## src/div_cfg_pkg.sv

```systemverilog
// Sizing constants for the integer divide unit.
// The queue depth equals max_inflight, so the issuer must never have more
// than max_inflight divides outstanding. The unit has no ready output.
// max_inflight is assumed to be a power of two.

package div_cfg_pkg;

    ////////////////////////////////////////////////////
    // Datapath sizing

    // Operand and result width
    localparam int xlen = 32;

    // Divides issued and not yet written back, also the queue depth
    localparam int max_inflight = 4;

    // Instruction id carried alongside each request
    localparam int id_width = 3;

    ////////////////////////////////////////////////////
    // Derived widths

    // Bit counter of the iterative divider
    localparam int count_width = $clog2(xlen);
    localparam int fifo_ptr_width = $clog2(max_inflight);
    // Occupancy must reach max_inflight itself
    localparam int fifo_count_width = $clog2(max_inflight + 1);

endpackage

```

## src/div_types_pkg.sv

```systemverilog
// Types shared by the divide unit and its issuer.
// Op encoding: bit 0 set selects unsigned, bit 1 set selects remainder.
// reuse_result is set by the issuer when the operands match the previous
// computed request; the unit does not check it.

package div_types_pkg;

    // Operand and result word
    typedef logic [div_cfg_pkg::xlen-1:0] word_t;

    // Instruction id returned with the result
    typedef logic [div_cfg_pkg::id_width-1:0] inst_id_t;

    typedef enum logic [1:0] {
        op_div  = 2'b00,
        op_divu = 2'b01,
        op_rem  = 2'b10,
        op_remu = 2'b11
    } div_op_t;

    // One queued divide request
    typedef struct packed {
        div_op_t  op;
        word_t    rs1;
        word_t    rs2;
        logic     reuse_result;
        inst_id_t id;
    } div_request_t;

    // Writeback strobe, done is high for one cycle
    typedef struct packed {
        word_t    rd;
        inst_id_t id;
        logic     done;
    } div_writeback_t;

    // Iterative divider states
    typedef enum logic {
        core_idle,
        core_busy
    } core_state_t;

endpackage

```

## src/div_request_fifo.sv

```systemverilog
// Circular request queue of max_inflight entries.
// Head is shown combinationally; a push into an empty queue is visible as
// head_valid one cycle later. Push and pop in one cycle keep the count.
// Entries carry no reset, only pointers and count are cleared.

`timescale 1ns/1ps

module div_request_fifo (
    input  logic                       clk,
    input  logic                       rst,
    input  logic                       push,
    input  div_types_pkg::div_request_t push_data,
    input  logic                       pop,
    output div_types_pkg::div_request_t head,
    output logic                       head_valid
);

    import div_cfg_pkg::*;
    import div_types_pkg::*;

    div_request_t entries [max_inflight];

    logic [fifo_ptr_width-1:0]   rd_ptr;
    logic [fifo_ptr_width-1:0]   wr_ptr;
    logic [fifo_count_width-1:0] count;
    logic                        full;

    assign full = (count == fifo_count_width'(max_inflight));
    assign head_valid = (count != '0);
    assign head = entries[rd_ptr];

    ////////////////////////////////////////////////////
    // Storage

    always_ff @(posedge clk) begin
        if (push) begin
            entries[wr_ptr] <= push_data;
        end
    end

    ////////////////////////////////////////////////////
    // Pointers and occupancy

    always_ff @(posedge clk) begin
        if (rst) begin
            rd_ptr <= '0;
            wr_ptr <= '0;
            count <= '0;
        end else begin
            if (push) begin
                wr_ptr <= wr_ptr + 1'b1;
            end
            if (pop) begin
                rd_ptr <= rd_ptr + 1'b1;
            end
            // Simultaneous push and pop cancel out
            if (push && !pop) begin
                count <= count + 1'b1;
            end else if (pop && !push) begin
                count <= count - 1'b1;
            end
        end
    end

    ////////////////////////////////////////////////////
    // Checks

    // Issuer exceeded max_inflight
    assert property (@(posedge clk) disable iff (rst) !(push && full))
        else $error("div_request_fifo: push while full");

    // Unit finished a divide that was never queued
    assert property (@(posedge clk) disable iff (rst) pop |-> head_valid)
        else $error("div_request_fifo: pop while empty");

endmodule

```

## src/div_core.sv

```systemverilog
// Unsigned restoring divider, one quotient bit per cycle.
// complete pulses exactly xlen cycles after start, for one cycle.
// The first step runs on the start edge straight from the input operands.
// Quotient and remainder hold until the next start, which reuse relies on.
// A zero divisor gives all ones and the dividend through the normal loop.

`timescale 1ns/1ps

module div_core (
    input  logic                clk,
    input  logic                rst,
    input  logic                start,
    input  div_types_pkg::word_t dividend,
    input  div_types_pkg::word_t divisor,
    output div_types_pkg::word_t quotient,
    output div_types_pkg::word_t remainder,
    output logic                divisor_zero,
    output logic                complete
);

    import div_cfg_pkg::*;
    import div_types_pkg::*;

    core_state_t state;
    logic [count_width-1:0] bit_count;

    word_t divisor_q;
    word_t rem_q;
    // Dividend bits shift out the top as quotient bits shift in
    word_t quo_q;
    logic  zero_q;

    word_t         step_rem_in;
    word_t         step_quo_in;
    word_t         step_divisor;
    logic [xlen:0] shifted;
    logic [xlen:0] trial;
    word_t         step_rem;
    word_t         step_quo;

    ////////////////////////////////////////////////////
    // One restoring step

    always_comb begin
        // On start the step works on the fresh operands
        step_rem_in = start ? '0 : rem_q;
        step_quo_in = start ? dividend : quo_q;
        step_divisor = start ? divisor : divisor_q;

        shifted = {step_rem_in, step_quo_in[xlen-1]};
        trial = shifted - {1'b0, step_divisor};

        // Negative trial means restore the shifted remainder
        if (trial[xlen]) begin
            step_rem = shifted[xlen-1:0];
        end else begin
            step_rem = trial[xlen-1:0];
        end
        step_quo = {step_quo_in[xlen-2:0], ~trial[xlen]};
    end

    ////////////////////////////////////////////////////
    // Control FSM

    always_ff @(posedge clk) begin
        if (rst) begin
            state <= core_idle;
            bit_count <= '0;
            complete <= 1'b0;
        end else begin
            complete <= 1'b0;
            case (state)
                core_idle: begin
                    if (start) begin
                        state <= core_busy;
                        // First bit already done on this edge
                        bit_count <= count_width'(1);
                    end
                end
                core_busy: begin
                    bit_count <= bit_count + 1'b1;
                    if (bit_count == count_width'(xlen - 1)) begin
                        state <= core_idle;
                        complete <= 1'b1;
                    end
                end
                default: state <= core_idle;
            endcase
        end
    end

    ////////////////////////////////////////////////////
    // Datapath registers

    always_ff @(posedge clk) begin
        if (start) begin
            divisor_q <= divisor;
            zero_q <= (divisor == '0);
        end
        if (start || state == core_busy) begin
            rem_q <= step_rem;
            quo_q <= step_quo;
        end
    end

    assign quotient = quo_q;
    assign remainder = remainder_sel();
    assign divisor_zero = zero_q;

    function automatic word_t remainder_sel();
        return rem_q;
    endfunction

    ////////////////////////////////////////////////////
    // Checks

    // Top level must hold off start until the previous divide completes
    assert property (@(posedge clk) disable iff (rst) (state == core_busy) |-> !start)
        else $error("div_core: start while busy");

    // One-cycle complete, exactly xlen cycles after start
    assert property (@(posedge clk) disable iff (rst)
                     start |-> ##xlen (complete ##1 !complete))
        else $error("div_core: complete not a single pulse xlen cycles after start");

endmodule

```

## src/div_result_select.sv

```systemverilog
// Output side of the divide unit.
// Picks quotient or remainder, restores the sign and registers the result.
// wb.done pulses one cycle after finish. No back-pressure is possible,
// so the consumer must take every strobe.

`timescale 1ns/1ps

module div_result_select (
    input  logic                         clk,
    input  logic                         rst,
    input  div_types_pkg::div_request_t  req,
    input  div_types_pkg::word_t         quotient,
    input  div_types_pkg::word_t         remainder,
    input  logic                         divisor_zero,
    input  logic                         finish,
    output div_types_pkg::div_writeback_t wb
);

    import div_cfg_pkg::*;
    import div_types_pkg::*;

    logic  signed_op;
    logic  want_remainder;
    logic  negate;
    word_t selected;
    word_t result;

    word_t    rd_q;
    inst_id_t id_q;
    logic     done_q;

    ////////////////////////////////////////////////////
    // Selection and sign correction

    assign signed_op = ~req.op[0];
    assign want_remainder = req.op[1];

    // Remainder follows the dividend sign
    // Quotient of a zero divisor stays all ones
    assign negate = want_remainder
        ? (signed_op & req.rs1[xlen-1])
        : (signed_op & (req.rs1[xlen-1] ^ req.rs2[xlen-1]) & ~divisor_zero);

    assign selected = want_remainder ? remainder : quotient;
    assign result = negate ? (~selected + 1'b1) : selected;

    ////////////////////////////////////////////////////
    // Writeback register

    always_ff @(posedge clk) begin
        if (finish) begin
            rd_q <= result;
            id_q <= req.id;
        end
    end

    always_ff @(posedge clk) begin
        if (rst) begin
            done_q <= 1'b0;
        end else begin
            done_q <= finish;
        end
    end

    assign wb.rd = rd_q;
    assign wb.id = id_q;
    assign wb.done = done_q;

endmodule

```

## src/div_unit.sv

```systemverilog
// Integer divide unit for DIV, DIVU, REM and REMU.
// No ready output: the issuer keeps at most max_inflight divides outstanding.
// Idle latency is 34 cycles from new_request to wb.done, 2 with reuse.
// Results leave strictly in issue order on a one-cycle wb.done strobe.
// Reuse requests read the divider's held quotient and remainder, so the
// issuer only sets reuse_result when the previous computed operands match.

`timescale 1ns/1ps

module div_unit (
    input  logic                          clk,
    input  logic                          rst,
    input  logic                          new_request,
    input  div_types_pkg::div_request_t   request,
    output div_types_pkg::div_writeback_t wb
);

    import div_cfg_pkg::*;
    import div_types_pkg::*;

    div_request_t head;
    logic         head_valid;

    logic start;
    logic complete;
    logic div_done;
    logic in_progress;

    logic  signed_op;
    logic  rs1_negative;
    logic  rs2_negative;
    word_t dividend_mag;
    word_t divisor_mag;

    word_t quotient;
    word_t remainder;
    logic  divisor_zero;

    ////////////////////////////////////////////////////
    // Input side

    div_request_fifo u_fifo (
        .clk       (clk),
        .rst       (rst),
        .push      (new_request),
        .push_data (request),
        .pop       (div_done),
        .head      (head),
        .head_valid(head_valid)
    );

    ////////////////////////////////////////////////////
    // Sequencing

    assign start = head_valid & ~in_progress & ~head.reuse_result;

    // Reuse finishes in the cycle the head appears
    assign div_done = complete | (head_valid & head.reuse_result);

    // Blocks a second start for the head already in the core
    always_ff @(posedge clk) begin
        if (rst) begin
            in_progress <= 1'b0;
        end else if (start) begin
            in_progress <= 1'b1;
        end else if (complete) begin
            in_progress <= 1'b0;
        end
    end

    ////////////////////////////////////////////////////
    // Operand magnitudes

    assign signed_op = ~head.op[0];
    assign rs1_negative = signed_op & head.rs1[xlen-1];
    assign rs2_negative = signed_op & head.rs2[xlen-1];

    // Most negative value maps to itself, correct as unsigned
    assign dividend_mag = rs1_negative ? (~head.rs1 + 1'b1) : head.rs1;
    assign divisor_mag = rs2_negative ? (~head.rs2 + 1'b1) : head.rs2;

    div_core u_core (
        .clk         (clk),
        .rst         (rst),
        .start       (start),
        .dividend    (dividend_mag),
        .divisor     (divisor_mag),
        .quotient    (quotient),
        .remainder   (remainder),
        .divisor_zero(divisor_zero),
        .complete    (complete)
    );

    ////////////////////////////////////////////////////
    // Output side

    div_result_select u_select (
        .clk         (clk),
        .rst         (rst),
        .req         (head),
        .quotient    (quotient),
        .remainder   (remainder),
        .divisor_zero(divisor_zero),
        .finish      (div_done),
        .wb          (wb)
    );

endmodule

```

## config.mk

```make
export PLATFORM = sky130hd
export DESIGN_NAME = div_unit
export DESIGN_NICKNAME = d
export VERILOG_FILES = /design/src/div_cfg_pkg.sv /design/src/div_types_pkg.sv /design/src/div_request_fifo.sv /design/src/div_core.sv /design/src/div_result_select.sv /design/src/div_unit.sv
export SDC_FILE = /design/constraint.sdc
export NUM_CORES = 1
export LEC_CHECK = 0
export ABC_AREA = 1
export BUFFER_PORTS_ARGS = -buffer_cell sky130_fd_sc_hd__buf_2
export CORE_UTILIZATION = 45
export CTS_CLUSTER_DIAMETER = 120
export DETAILED_ROUTE_END_ITERATION = 7
export GPL_TIMING_DRIVEN = 1
export SLEW_MARGIN = 30
export SYNTH_ARGS = -nofsm -noshare
export SYNTH_HDL_FRONTEND = slang
export SYNTH_HIERARCHICAL = 1
export SYNTH_SLANG_ARGS = --single-unit
```

## constraint.sdc

```tcl
create_clock -name clk -period 5.52 [get_ports clk]
set_input_delay 1.104 -clock clk [delete_from_list [all_inputs] [get_ports clk]]
set_output_delay 1.104 -clock clk [all_outputs]
set_load 0.03 [all_outputs]
```

==> qor.txt <==
SYNTH
--------------------------------------------------------------------------------------------------
Mux contribution to synthesized area                                                            0%
Part of the Yosys area used for sequential elements                                          52.6%
Commonest register cell after synthesis                                               sky130_fd_sc_hd__edfxtp_1
Area fraction of the dominant cell type after synthesis                                      48.3%
Leading cell types by total area after synthesis                                      sky130_fd_sc_hd__edfxtp_1 (48%), sky130_fd_sc_hd__nand2_1 (13%), sky130_fd_sc_hd__inv_1 (5.3%)
Adder and majority cell fraction of the synthesized area                                     2.39%
Share of the synthesized netlist area taken by xor and xnor gates                            2.52%
Synth Net Count                                                                              2,816
Most frequent cells after synthesis                                                   sky130_fd_sc_hd__nand2_1 (815), sky130_fd_sc_hd__edfxtp_1 (380), sky130_fd_sc_hd__inv_1 (331), sky130_fd_sc_hd__nor2_1 (327), sky130_fd_sc_hd__o21ai_0 (168)
Post-synthesis compound-gate area fraction                                                   9.09%
Instance count of the mapped netlist                                                         2,699
Fraction of synthesis flops using an asynchronous set or reset pin                              0%
Synthesized flop and latch total                                                               430
Most frequently used cell type in the post-synthesis netlist                          sky130_fd_sc_hd__nand2_1
Post-Syn Area                                                                          23,600 um^2
Synth unique cells                                                                              46
Post-synth EDFFs                                                                               380
Simple-gate share of the synthesized area                                                    25.3%
Library cell with the largest summed area after synthesis                             sky130_fd_sc_hd__edfxtp_1
Combinational family with the most area after synthesis                               simple AND/OR/NAND/NOR gates
Average cell area after synthesis                                                        8.75 um^2
Warning count from the yosys run                                                                 6

FINAL LAYOUT
--------------------------------------------------------------------------------------------------
Area of combinational cells with multiple inputs                                         9310 um^2
Layout cell share with drive strength beyond 1                                               13.9%
Finished Cell Area                                                                     26,200 um^2
Number of filler cells placed in the layout                                                  4,842
Number of nets in the layout                                                                 2,917
Synthesis-to-layout area growth                                                              11.1%
Total area of sequential cells                                                         12,400 um^2

CLOCK NETWORK
--------------------------------------------------------------------------------------------------
CTS tree                                                                                      done
Root buffer cell                                                                      sky130_fd_sc_hd__clkbuf_16
Max H-tree Level                                                                                 2
Clock sink count                                                                               430
Clock buffer depth                                                                               3
Clock transition time at the flip-flop clock pins of the worst setup and hold paths        0.06 ns
Clock latency reported for the late side of the worst-skew pair                            0.59 ns
CTS resizes                                                                                      0
CTS buffer count                                                                                47
Count of hold buffers inserted by post-cts repair                                                0
Number of buffers inserted by post-CTS setup repair                                              0

WORST HOLD PATH
--------------------------------------------------------------------------------------------------
Type of the most critical hold path                                                   flop to flop
Cell depth of the worst min-delay path                                                           1

GLOBAL ROUTING
--------------------------------------------------------------------------------------------------
Largest net degree at the start of global routing                                              103
First-pass GRT wire length                                                                 94.9 mm
All-Layer GR Usage                                                                           22.9%
Total congestion overflow                                                                        0
Number of antenna violations at the first check in global routing                                5
Vias in the first global route                                                              17,100

STA
--------------------------------------------------------------------------------------------------
Final worst-path cycle share                                                                 89.7%
Slew Viols, Final                                                                                0
Normalized max-slew margin                                                                   42.0%
Slack of the critical path                                                                0.567 ns
Final sum of negative setup slack                                                             0 ns
Slew at the pin with the worst max-slew slack                                             0.869 ns
Hold violation count in the final report                                                         0
Achievable frequency                                                                       202 MHz
Final Setup Violations                                                                           0
Clock Skew                                                                               0.0187 ns
Fin crit period                                                                            4.95 ns
Setup repair after global routing missed its margin                                          false

PLACE
--------------------------------------------------------------------------------------------------
Place WS                                                                                  0.668 ns
Half-perimeter wire length of the detailed placement result                                44.5 mm
IO buf count                                                                                   108
Routability cong.                                                                            0.943
Instance area at placement                                                             24,700 um^2

CRITICAL PATH
--------------------------------------------------------------------------------------------------
Depth of the worst register-to-register path                                                    26
Crit start category                                                                           flop
Worst R2R Setup Slack                                                                      0.57 ns
Data arrival time at the worst-slack endpoint                                              5.29 ns
Crit Path Class                                                                       flop to flop
End of the worst register-to-register path                                            u_core/remainder[1]
Worst-path maximum fanout                                                                       44
Required @ worst endpoint                                                                  5.86 ns
Worst Setup End Kind                                                                          flop
Worst Setup EP                                                                        u_core/remainder[1]

DETAILED ROUTING
--------------------------------------------------------------------------------------------------
Remaining DRCs                                                                                   0
Per-cell via count in the routed design                                                       5.08
Overall via count from detail_route                                                         17,900
Count of antenna-violating nets left after detailed routing                                      0
Average wire length per cell after detail routing                                          17.2 um
TritonRoute pass-1 iters                                                                         5
Iter 0 DRT Violations                                                                        1,212
Total wirelength of the detailed-routed design                                             60.7 mm

FLOORPLAN
--------------------------------------------------------------------------------------------------
Total Die Area                                                                         53,400 um^2
Die Ht                                                                                      231 um
Core area                                                                              51,600 um^2
Starting density of the core                                                                 45.8%
Count of pins on the block boundary                                                            109
Row count                                                                                       83
Chip width                                                                                  231 um

JOB
--------------------------------------------------------------------------------------------------
Maxcap violations                                                                                0

STATUS
--------------------------------------------------------------------------------------------------
Outcome                                                                               finished, final reports clean

[how the worst min path moves through the flow]
stage                                     end  slack [ns]                start
after floorplan                          flop        0.41     u_fifo/rd_ptr[1]
after global placement                   flop        0.45     u_fifo/rd_ptr[1]
after detailed placement  u_core/bit_count[3]        0.45  u_core/bit_count[3]
after CTS                 u_core/bit_count[3]        0.47  u_core/bit_count[3]
after global routing                     flop        0.49     u_fifo/rd_ptr[1]
final                     u_core/bit_count[3]        0.48  u_core/bit_count[3]
[layer usage]
metal	share of wire [%]	wire length [um]	track usage (%)
met1	46	28000	31.6
met5	0.089	54	0
met3	5.8	3510	3.78
met4	3.0	1820	7.55
met2	45	27300	36.6
[layout make-up]
cell class	count	area share [%]
antenna	1	0.00953
clock buffer	60	4.67
timing repair buffer	139	3.18
clock inverter	28	1.22
multi-input combinational	1841	35.5
tap	680	3.24
inverter	341	4.91
sequential	430	47.3
[sequential cells by signal, indices dropped and copies added (netlist names), named ones only]
register             flops
in_progress              1
u_core/bit_count         5
u_core/complete          1
u_core/divisor_q        32
u_core/divisor_zero      1
u_core/quotient         32
u_core/remainder        32
u_core/state             1
u_fifo/count             3
u_fifo/entries         280
u_fifo/rd_ptr            2
u_fifo/wr_ptr            2
u_select/done_q          1
u_select/id_q            3
u_select/rd_q           32
[through the flow]
| stage | std cells | utilization, % | hold WS [ns] |
|---|---|---|---|
| after floorplan | 2699 | - | 0.412 |
| after global placement | 3431 | 47.8 | 0.449 |
| after detailed placement | 3431 | 47.8 | 0.454 |
| after CTS | 3519 | 50.8 | 0.466 |
| after global routing | 3520 | 50.8 | 0.493 |
| final | 3520 | 50.8 | 0.482 |
[kinds of logic (layout without fill, tap and decap cells)]
logic type / count (synthesis) / in the layout
buf+inv: 428 / 568
compound gates: 342 / 342
other cells: 0 / 1
fa+ha+maj: 44 / 44
xor+xnor: 68 / 68
flops: 430 / 430
simple gates: 1387 / 1387
[worst max-delay path: stages, from the launching register on]
cell                      delay, ns
sky130_fd_sc_hd__dfxtp_4       0.36
sky130_fd_sc_hd__inv_6         0.35
sky130_fd_sc_hd__buf_4         0.36
sky130_fd_sc_hd__o21ai_1       0.09
sky130_fd_sc_hd__o22ai_1       0.52
sky130_fd_sc_hd__nor2_1        0.13
sky130_fd_sc_hd__nand2_1       0.11
sky130_fd_sc_hd__nor2_1        0.08
sky130_fd_sc_hd__nand4_1       0.14
sky130_fd_sc_hd__a21oi_1       0.09
sky130_fd_sc_hd__or2_2         0.32
sky130_fd_sc_hd__o21ai_0       0.27
sky130_fd_sc_hd__ha_1          0.32
sky130_fd_sc_hd__fa_1          0.22
sky130_fd_sc_hd__inv_1         0.08
sky130_fd_sc_hd__nand2_1       0.06
sky130_fd_sc_hd__nand2_1       0.07
sky130_fd_sc_hd__nand3_1       0.11
sky130_fd_sc_hd__nand2_2       0.11
sky130_fd_sc_hd__nand2_2       0.08
sky130_fd_sc_hd__nand2_2       0.06
sky130_fd_sc_hd__nand2_2       0.10
sky130_fd_sc_hd__nand2_2       0.07
sky130_fd_sc_hd__nand2_2       0.08
sky130_fd_sc_hd__nand2_4       0.21
sky130_fd_sc_hd__nand2_1       0.15
sky130_fd_sc_hd__nand2_1       0.08
[cells in the final DEF, fill, tap and decap left out, types with 7 or more instances in the layout]
cell type | synthesis | routed
sky130_fd_sc_hd__a21oi_1 | 34 | 34
sky130_fd_sc_hd__buf_2 | 12 | 108
sky130_fd_sc_hd__buf_4 | 9 | 26
sky130_fd_sc_hd__clkbuf_1 | 38 | 13
sky130_fd_sc_hd__clkbuf_16 | 0 | 47
sky130_fd_sc_hd__clkinv_1 | 0 | 13
sky130_fd_sc_hd__dfxtp_1 | 50 | 48
sky130_fd_sc_hd__edfxtp_1 | 380 | 380
sky130_fd_sc_hd__ha_1 | 42 | 42
sky130_fd_sc_hd__inv_1 | 331 | 325
sky130_fd_sc_hd__inv_2 | 8 | 13
sky130_fd_sc_hd__nand2_1 | 815 | 814
sky130_fd_sc_hd__nand2_2 | 20 | 20
sky130_fd_sc_hd__nand3_1 | 80 | 80
sky130_fd_sc_hd__nand4_1 | 13 | 13
sky130_fd_sc_hd__nor2_1 | 327 | 327
sky130_fd_sc_hd__nor2_2 | 15 | 15
sky130_fd_sc_hd__nor2_4 | 45 | 45
sky130_fd_sc_hd__nor3_1 | 8 | 7
sky130_fd_sc_hd__nor4_1 | 8 | 8
sky130_fd_sc_hd__o21ai_0 | 168 | 168
sky130_fd_sc_hd__o21ai_1 | 41 | 41
sky130_fd_sc_hd__o21bai_1 | 10 | 10
sky130_fd_sc_hd__o22ai_1 | 30 | 30
sky130_fd_sc_hd__o22ai_2 | 40 | 39
sky130_fd_sc_hd__or2_2 | 35 | 35
sky130_fd_sc_hd__xnor2_1 | 14 | 14
sky130_fd_sc_hd__xor2_1 | 54 | 54
Power is not shown: default switching activity piles up to over one toggle a cycle in this logic, so the estimate is an artifact.
